## src/bpu_pkg.sv

```systemverilog
`default_nettype none

package bpu_pkg;

    // ------------------------------------------------------------------------
    // Wishbone bus widths.
    // ------------------------------------------------------------------------
    localparam int WB_DW = 32;
    localparam int WB_AW = 16;

    // Field widths of the word address.
    localparam int CSR_SEL_FW   = 2;
    localparam int PHT_BANK_FW  = 4;
    localparam int PHT_ENTRY_FW = WB_AW - 1 - PHT_BANK_FW;

    // ------------------------------------------------------------------------
    // Counter encoding.
    // ------------------------------------------------------------------------
    localparam logic [1:0] CTR_RESET = 2'd1;
    localparam logic [1:0] CTR_MAX   = 2'd3;

    // Statistics register selects.
    localparam logic [CSR_SEL_FW-1:0] CSR_BRANCHES    = 2'd0;
    localparam logic [CSR_SEL_FW-1:0] CSR_MISPREDICTS = 2'd1;
    localparam logic [CSR_SEL_FW-1:0] CSR_GHR         = 2'd2;

    // Word address, top bit picks register space or counter space.
    typedef union packed {
        struct packed {
            logic                               pht_sel;
            logic [WB_AW-CSR_SEL_FW-2:0]        rsvd;
            logic [CSR_SEL_FW-1:0]              reg_sel;
        } csr;
        struct packed {
            logic                               pht_sel;
            logic [PHT_BANK_FW-1:0]             bank;
            logic [PHT_ENTRY_FW-1:0]            entry;
        } pht;
    } bpu_addr_u;

    // True when a predictor geometry fits the counter view of the address.
    function automatic bit bpu_params_fit(int pc_w, int hist_w, int bank_w);
        return (pc_w >= 1) && (hist_w >= 1) && (bank_w >= 1)
            && (bank_w <= PHT_BANK_FW)
            && (pc_w + hist_w <= PHT_ENTRY_FW);
    endfunction

endpackage

`default_nettype wire
```

## src/bpu_top.sv

```systemverilog
`default_nettype none

module bpu_top
    import bpu_pkg::*;
#(
    parameter int PC_W   = 3,
    parameter int HIST_W = 2,
    parameter int BANK_W = 2
) (
    input  wire                           clk,
    input  wire                           rst,

    input  wire  [31:0]                   pc_to_predict,
    output logic                          prediction,

    input  wire  [31:0]                   pc_to_update,
    input  wire                           is_branch,
    input  wire                           branch_taken,

    input  wire                           wb_cyc,
    input  wire                           wb_stb,
    input  wire                           wb_we,
    input  wire  [WB_AW-1:0]              wb_adr,
    input  wire  [WB_DW-1:0]              wb_dat_w,
    output logic [WB_DW-1:0]              wb_dat_r,
    output logic                          wb_ack
);

    localparam int IDX_W     = PC_W + HIST_W;
    localparam int NUM_BANKS = 2 ** BANK_W;

    // Geometry must fit the counter view of the address.
    if (!bpu_params_fit(PC_W, HIST_W, BANK_W)) begin : g_param_check
        $error("bpu_top: PC_W, HIST_W or BANK_W do not fit the address map");
    end

    logic [HIST_W-1:0]      ghr;
    logic [BANK_W-1:0]      pred_bank;
    logic [BANK_W-1:0]      upd_bank;
    logic [IDX_W-1:0]       pred_entry;
    logic [IDX_W-1:0]       upd_entry;
    logic [IDX_W-1:0]       dbg_entry;
    logic [NUM_BANKS-1:0]   upd_en;
    logic                   upd_valid;
    logic                   upd_taken;
    logic [NUM_BANKS-1:0]   pred_dir_all;
    logic [NUM_BANKS-1:0]   upd_dir_all;
    logic [2*NUM_BANKS-1:0] dbg_ctr_all;

    history_unit #(.PC_W(PC_W), .HIST_W(HIST_W), .BANK_W(BANK_W)) i_history (
        .clk, .rst, .pc_to_predict, .pc_to_update, .is_branch, .branch_taken,
        .ghr, .pred_bank, .upd_bank, .pred_entry, .upd_entry, .upd_en,
        .upd_valid, .upd_taken
    );

    for (genvar b = 0; b < NUM_BANKS; b++) begin : g_bank
        pht_bank #(.PC_W(PC_W), .HIST_W(HIST_W)) i_pht (
            .clk, .rst, .pred_entry, .upd_entry,
            .upd_en(upd_en[b]), .upd_taken, .dbg_entry,
            .pred_dir(pred_dir_all[b]), .upd_dir(upd_dir_all[b]),
            .dbg_ctr(dbg_ctr_all[2*b +: 2])
        );
    end

    bpu_stats_wb #(.PC_W(PC_W), .HIST_W(HIST_W), .BANK_W(BANK_W)) i_stats (
        .clk, .rst, .pred_bank, .upd_bank, .upd_valid, .upd_taken, .ghr,
        .pred_dir_all, .upd_dir_all, .dbg_ctr_all,
        .wb_cyc, .wb_stb, .wb_we, .wb_adr, .wb_dat_w,
        .prediction, .dbg_entry, .wb_dat_r, .wb_ack
    );

endmodule

`default_nettype wire

```

## src/bpu_stats_wb.sv

```systemverilog
`default_nettype none

module bpu_stats_wb
    import bpu_pkg::*;
#(
    parameter int PC_W   = 3,
    parameter int HIST_W = 2,
    parameter int BANK_W = 2
) (
    input  wire                           clk,
    input  wire                           rst,

    // From the history unit.
    input  wire  [BANK_W-1:0]             pred_bank,
    input  wire  [BANK_W-1:0]             upd_bank,
    input  wire                           upd_valid,
    input  wire                           upd_taken,
    input  wire  [HIST_W-1:0]             ghr,

    // From the banks, one slice per bank.
    input  wire  [(2**BANK_W)-1:0]        pred_dir_all,
    input  wire  [(2**BANK_W)-1:0]        upd_dir_all,
    input  wire  [2*(2**BANK_W)-1:0]      dbg_ctr_all,

    // Wishbone classic slave.
    input  wire                           wb_cyc,
    input  wire                           wb_stb,
    input  wire                           wb_we,
    input  wire  [WB_AW-1:0]              wb_adr,
    input  wire  [WB_DW-1:0]              wb_dat_w,

    output logic                          prediction,
    output logic [PC_W+HIST_W-1:0]        dbg_entry,
    output logic [WB_DW-1:0]              wb_dat_r,
    output logic                          wb_ack
);

    localparam int IDX_W = PC_W + HIST_W;

    bpu_addr_u         adr;
    logic [BANK_W-1:0] dbg_bank;
    logic              dbg_hit;
    logic [1:0]        dbg_ctr;

    logic              mispredict;
    logic [31:0]       branches;
    logic [31:0]       mispredicts;

    logic              wb_req;
    logic              stats_clr;
    logic [WB_DW-1:0]  rd_data;

    // ------------------------------------------------------------------------
    // Prediction and statistics.
    // ------------------------------------------------------------------------

    assign prediction = pred_dir_all[pred_bank];

    // Compare against the counter as it was before training.
    assign mispredict = upd_valid && (upd_dir_all[upd_bank] != upd_taken);

    // Clear takes priority over a same-cycle update.
    always_ff @(posedge clk) begin
        if (rst || stats_clr) begin
            branches    <= '0;
            mispredicts <= '0;
        end else if (upd_valid) begin
            branches <= branches + 32'd1;
            if (mispredict) begin
                mispredicts <= mispredicts + 32'd1;
            end
        end
    end

    // ------------------------------------------------------------------------
    // Address decode.
    // ------------------------------------------------------------------------

    assign adr = wb_adr;

    assign dbg_bank  = adr.pht.bank[BANK_W-1:0];
    assign dbg_entry = adr.pht.entry[IDX_W-1:0];
    assign dbg_ctr   = dbg_ctr_all[{dbg_bank, 1'b0} +: 2];

    // Bank or entry past the table reads as zero.
    assign dbg_hit = ((adr.pht.bank >> BANK_W) == '0) && ((adr.pht.entry >> IDX_W) == '0);

    always_comb begin
        rd_data = '0;
        if (adr.pht.pht_sel) begin
            if (dbg_hit) begin
                rd_data = WB_DW'(dbg_ctr);
            end
        end else begin
            case (adr.csr.reg_sel)
                CSR_BRANCHES:    rd_data = branches;
                CSR_MISPREDICTS: rd_data = mispredicts;
                CSR_GHR:         rd_data = WB_DW'(ghr);
                default:         rd_data = '0;
            endcase
        end
    end

    // ------------------------------------------------------------------------
    // Wishbone handshake.
    // ------------------------------------------------------------------------

    assign wb_req    = wb_cyc && wb_stb && !wb_ack;
    assign stats_clr = wb_req && wb_we && !adr.csr.pht_sel && (adr.csr.reg_sel == CSR_BRANCHES);

    always_ff @(posedge clk) begin
        if (rst) begin
            wb_ack <= 1'b0;
        end else begin
            wb_ack <= wb_req;
        end
    end

    always_ff @(posedge clk) begin
        if (wb_req) begin
            wb_dat_r <= rd_data;
        end
    end

    // Address and direction must be defined in a request.
    a_req_known: assert property (
        @(posedge clk) disable iff (rst)
        wb_req |-> !$isunknown({wb_we, wb_adr})
    );

    // Master must present defined write data.
    a_wr_data_known: assert property (
        @(posedge clk) disable iff (rst)
        (wb_req && wb_we) |-> !$isunknown(wb_dat_w)
    );

endmodule

`default_nettype wire

```

## src/pht_bank.sv

```systemverilog
`default_nettype none

module pht_bank
    import bpu_pkg::*;
#(
    parameter int PC_W   = 3,
    parameter int HIST_W = 2
) (
    input  wire                           clk,
    input  wire                           rst,

    // Prediction lookup.
    input  wire  [PC_W+HIST_W-1:0]        pred_entry,
    output logic                          pred_dir,

    // Training.
    input  wire  [PC_W+HIST_W-1:0]        upd_entry,
    input  wire                           upd_en,
    input  wire                           upd_taken,
    output logic                          upd_dir,

    // Host read port.
    input  wire  [PC_W+HIST_W-1:0]        dbg_entry,
    output logic [1:0]                    dbg_ctr
);

    localparam int IDX_W       = PC_W + HIST_W;
    localparam int NUM_ENTRIES = 2 ** IDX_W;

    logic [1:0] ctr [NUM_ENTRIES];

    logic [1:0] upd_cur;
    logic [1:0] upd_nxt;

    // ------------------------------------------------------------------------
    // Read ports.
    // ------------------------------------------------------------------------

    assign pred_dir = ctr[pred_entry][1];
    assign dbg_ctr  = ctr[dbg_entry];

    // Value before this cycle's update.
    assign upd_cur = ctr[upd_entry];
    assign upd_dir = upd_cur[1];

    // ------------------------------------------------------------------------
    // Saturating 2-bit counter step.
    // ------------------------------------------------------------------------

    always_comb begin
        if (upd_taken) begin
            if (upd_cur == CTR_MAX) begin
                upd_nxt = CTR_MAX;
            end else begin
                upd_nxt = upd_cur + 2'd1;
            end
        end else begin
            if (upd_cur == 2'd0) begin
                upd_nxt = 2'd0;
            end else begin
                upd_nxt = upd_cur - 2'd1;
            end
        end
    end

    // All counters start weakly not taken.
    always_ff @(posedge clk) begin
        if (rst) begin
            for (int i = 0; i < NUM_ENTRIES; i++) begin
                ctr[i] <= CTR_RESET;
            end
        end else if (upd_en) begin
            ctr[upd_entry] <= upd_nxt;
        end
    end

endmodule

`default_nettype wire

```

## src/history_unit.sv

```systemverilog
`default_nettype none

module history_unit #(
    parameter int PC_W   = 3,
    parameter int HIST_W = 2,
    parameter int BANK_W = 2
) (
    input  wire                           clk,
    input  wire                           rst,

    input  wire  [31:0]                   pc_to_predict,
    input  wire  [31:0]                   pc_to_update,
    input  wire                           is_branch,
    input  wire                           branch_taken,

    output logic [HIST_W-1:0]             ghr,
    output logic [BANK_W-1:0]             pred_bank,
    output logic [BANK_W-1:0]             upd_bank,
    output logic [PC_W+HIST_W-1:0]        pred_entry,
    output logic [PC_W+HIST_W-1:0]        upd_entry,
    output logic [(2**BANK_W)-1:0]        upd_en,
    output logic                          upd_valid,
    output logic                          upd_taken
);

    // ------------------------------------------------------------------------
    // Global history register.
    // ------------------------------------------------------------------------

    // Newest outcome enters at bit 0.
    always_ff @(posedge clk) begin
        if (rst) begin
            ghr <= '0;
        end else if (is_branch) begin
            ghr <= HIST_W'({ghr, branch_taken});
        end
    end

    // ------------------------------------------------------------------------
    // Index forming.
    // ------------------------------------------------------------------------

    // Low PC bits pick the bank.
    assign pred_bank = pc_to_predict[BANK_W-1:0];
    assign upd_bank  = pc_to_update[BANK_W-1:0];

    // History above the PC bits, pre-shift history for both.
    assign pred_entry = {ghr, pc_to_predict[BANK_W +: PC_W]};
    assign upd_entry  = {ghr, pc_to_update[BANK_W +: PC_W]};

    // One write enable per bank.
    always_comb begin
        upd_en = '0;
        if (is_branch) begin
            upd_en[upd_bank] = 1'b1;
        end
    end

    assign upd_valid = is_branch;
    assign upd_taken = branch_taken;

    // A branch must name a known bank.
    a_upd_bank_known: assert property (
        @(posedge clk) disable iff (rst)
        is_branch |-> !$isunknown(upd_bank)
    );

endmodule

`default_nettype wire

```

## config.mk

```make
export PLATFORM = sky130hd
export DESIGN_NAME = bpu_top
export DESIGN_NICKNAME = d
export VERILOG_FILES = /design/src/bpu_pkg.sv /design/src/bpu_top.sv /design/src/bpu_stats_wb.sv /design/src/pht_bank.sv /design/src/history_unit.sv
export SDC_FILE = /design/constraint.sdc
export NUM_CORES = 1
export LEC_CHECK = 0
export BUFFER_PORTS_ARGS = -buffer_cell sky130_fd_sc_hd__buf_4
export CORE_MARGIN = 8
export CORE_UTILIZATION = 55
export CTS_CLUSTER_DIAMETER = 30
export DETAILED_ROUTE_END_ITERATION = 6
export PLACE_DENSITY = 0.78
export SLEW_MARGIN = 20
export SYNTH_ARGS = -nofsm -noshare
export SYNTH_HDL_FRONTEND = slang
export SYNTH_SLANG_ARGS = --single-unit
```

## constraint.sdc

```tcl
create_clock -name clk -period 3.49 [get_ports clk]
set_input_delay 0.349 -clock clk [delete_from_list [all_inputs] [get_ports clk]]
set_output_delay 0.349 -clock clk [all_outputs]
set_load 0.03 [all_outputs]
```

==> flow_results.org <==
** Synthesis
- Summed over all instances, the cell type with the most area after synthesis is edfxtp_1.
- For this run, asynchronously set or reset flops after synthesis account for 0%.
- Mapped Avg Cell Area :: 12.1 µm²
- In the synthesized netlist the dominant register cell turns out to be edfxtp_1.
- Among all cell types in the netlist, the one instantiated most often is edfxtp_1.
- Counting flops and latches in the post-synthesis netlist gives 355.
- The share of the Yosys chip area taken by registers is 48.7%.
- The cell count after synthesis came out at 1696.
- During synthesis, Yosys emitted a total of 0 warnings.
- The mapped netlist covers 20500 µm².
- List of most frequent post-synthesis cells :: edfxtp_1, mux4_2, nor3_1
- In this run the biggest area consumer among cell types represents 42.2% of the synthesized area.
- The synthesized netlist contains 58 unique library cells.
- Counting flops with a built-in enable in the synthesized netlist gives 288.
- Counting every net in the synthesized netlist gives 1817.
- Synth area leaders :: edfxtp_1, mux4_2, dfxtp_1, mux2i_1, nor3_1

** Clocking
- CTS Root Buffer Type :: clkbuf_16
- The number of hold buffers added after CTS was 0.
- The number of clock buffers added by TritonCTS is 68.
- CTS Sinks :: 355
- Clock transition at the register clock pins on the worst setup and hold paths after CTS :: 0.06 ns
- Clk buf depth :: 3
- TritonCTS built the clock tree.
- Clock insertion delay at the later pin of the skew report :: 0.58 ns
- Maximum level of the CTS H-tree :: 3

** Global route
- Entering global routing, the biggest net connects 77 pins.
- Met3 Resource Use GR :: 9.40%
- The number of global-route vias before repair is 16000.
- Met2 track utilization from global routing :: 42.7%
- Wire length of the first global-routing pass :: 94000 µm
- In the global route stage, overall resource usage came out at 28.0%.
- In this run the most used layer during global routing was met2.
- Initial antenna violation count :: 3
- Met1 layer usage reported by global route :: 34.8%
- Remaining Overflow, GRT :: 0

** Floorplan
- The initialized floorplan defines 70 standard-cell rows.
- The die covers 43700 µm².
- The floorplan step set the die height to 209 µm.
- Starting density of the core :: 55.9%
- The core region is 36700 µm².
- Pin placement for this block handled 153 I/O pins.
- The floorplan step set the die width to 209 µm.

** Pwr
- Static Leak :: 7.95 nW
- Power spread over the standard cell area amounts to 519 nW/µm².
- The worst-case IR drop observed on VDD is 0.329 mV.

** Cells and area
- Summing all flip-flop and latch instances after layout gives 9990 µm².
- Share of layout cells above drive strength 1 :: 27.5%
- Relative to the synthesized area, the layout overhead comes to 16.5%.
- The final layout contains 1869 nets.
- Summing all multi-input logic gate instances after layout gives 9770 µm².
- Fill cells in the final layout number 2496.

** Run status
- The run finished with clean final reports.

** Route
- Before antenna repair, the detailed router went through 6 iterations.
- Final ANT Viol Nets :: 0
- Using the TritonRoute via totals, the vias-per-cell ratio works out to 7.15.
- Total Wirelength :: 61900 µm
- Starting DRT DRC Count :: 2205
- For this block, the via count after detailed routing is 16200.
- Wire per inst :: 27.3 µm
- In the routed design, unresolved DRC markers number 0.

** Worst setup path
- The worst setup path is captured at an output port.
- Req. time, crit path :: 3.14 ns
- Along the worst path, the maximum fanout reaches 3.
- Critical setup path kind :: reg2out
- For the worst setup path, the data arrival time is 3.09 ns.
- STA classifies the critical path startpoint as a flip-flop.

** Timing
- Final Max Tran Viols :: 0
- Setup Total Neg Slack :: 0 ns
- Worst Tran Pin Value :: 1.06 ns
- Setup violations remaining at the end of the flow were counted as 0.
- Worst hold margin :: 0.0695 ns
- Min Clock Period, post-route :: 3.44 ns
- Max Clk Rate :: 291 MHz
- The number of failing hold endpoints at the final stage was 0.
- For the final database, setup skew stands at 0.0331 ns.
- In this run the tightest slew margin relative to its limit is 29.2%.
- Dividing the final minimum period by the clock period gives 98.4%.

** Run
- Across the run, the number of max-cap violations was 0.

** Min path
- The min-delay analysis places its worst path in the category in2reg.

** Placed design
- Summed over all nets, the half-perimeter wirelength after detailed placement is 39700 µm.
- Port buffering added 66 buffers.
- At the end of routability-driven placement, the weighted congestion stood at 0.950.
layer usage:
metal | part of all wire, % | vias up
li1 | - | 6802
met1 | 34 | 7915
met2 | 46 | 1239
met3 | 14 | 268
met4 | 5.6 | 4
met5 | 0.040 | -
flip-flops by register name, indices dropped and copies added (netlist names):
| name | flops |
|---|---|
| i_stats.mispredicts | 32 |
| i_stats.wb_ack | 1 |
| i_stats.wb_dat_r | 32 |
| g_bank.i_pht.ctr | 256 |
| i_stats.branches | 32 |
| i_history.ghr | 2 |
critical path: stages (launching register included):
cell      delay [ns]
edfxtp_1        0.43
mux4_2          0.53
mux4_2          0.52
mux4_2          0.56
mux2_2          0.29
buf_4           0.17
final cells by class:
type,instances,share of cell area (%)
clock buffer,72,7.22
inverter,11,0.173
multi-input combinational,1164,40.9
tap,468,2.45
clock inverter,51,2.17
antenna,1,0.0105
sequential,355,41.8
timing repair buffer,148,5.33
path summary, 6_finish.rpt:
kind              cells past startpoint                        from  slack [ns]                      end
setup / recovery                      5  g_bank[2].i_pht.ctr[24][1]        0.05               prediction
hold / removal                        3                branch_taken        0.07         i_history.ghr[0]
setup reg to reg                     10            i_history.ghr[0]        0.12  i_stats.mispredicts[23]
hold reg to reg                       1              i_stats.wb_ack        0.46           i_stats.wb_ack
where the power goes:
group / leakage, nW / switching, mW / internal (mW)
sequential: 3.06 / 0.0626 / 4.65
clock: 1.10 / 2.42 / 4.00
combinational: 3.79 / 0.806 / 0.469
stage by stage:
stage / utilization, % / area, µm² / total power [mW] / cells / setup WS, ns
6_report: 65.1 / 23900 / 12.4 / 2270 / 0.0545
4_1_cts: 65.1 / 23900 / 12.4 / 2269 / 0.101
3_3_place_gp: 59.0 / 21700 / 5.98 / 2146 / 0.171
5_1_grt: 65.1 / 23900 / 12.7 / 2269 / -0.000191
2_1_floorplan: - / 20500 / 5.61 / 1696 / 0.489
3_5_place_dp: 59.0 / 21700 / 6.01 / 2146 / 0.130
cells by family (layout without fill, tap and decap cells):
group	after synthesis	in the layout	synth area share [%]
muxes	233	233	21.0
other	0	1	0
DFF	355	355	48.7
xor gates and xnor gates	29	29	1.24
buffers and inverters	177	282	3.90
AOI/OAI and AO/OA	236	236	8.08
and+or+nand+nor	659	659	16.7
adders and majority gates	7	7	0.384
placed cells by master (no fill, tap or decap), types with 13 or more instances in the layout:
cell type    n
nand2_1    108
mux4_2     158
nand3_1    114
nor3_1     130
and3_1      15
buf_12      13
buf_4      135
nor2_1     117
o22ai_1     33
nand4_1     21
a21o_1      81
inv_6       18
or2_2       42
dfxtp_1     66
or3_1       13
or4_1       22
o31ai_1     20
a21oi_1     38
a22o_1      33
edfxtp_1   288
xor2_1      22
clkbuf_16   68
mux2i_1     73
repair_timing:
item                                    4_1_cts  5_1_grt
resized for setup                             1        1
setup buffers                                 0        0
endpoints found under the setup margin        1        3
No activity file was read; power rests on OpenSTA's default activity.
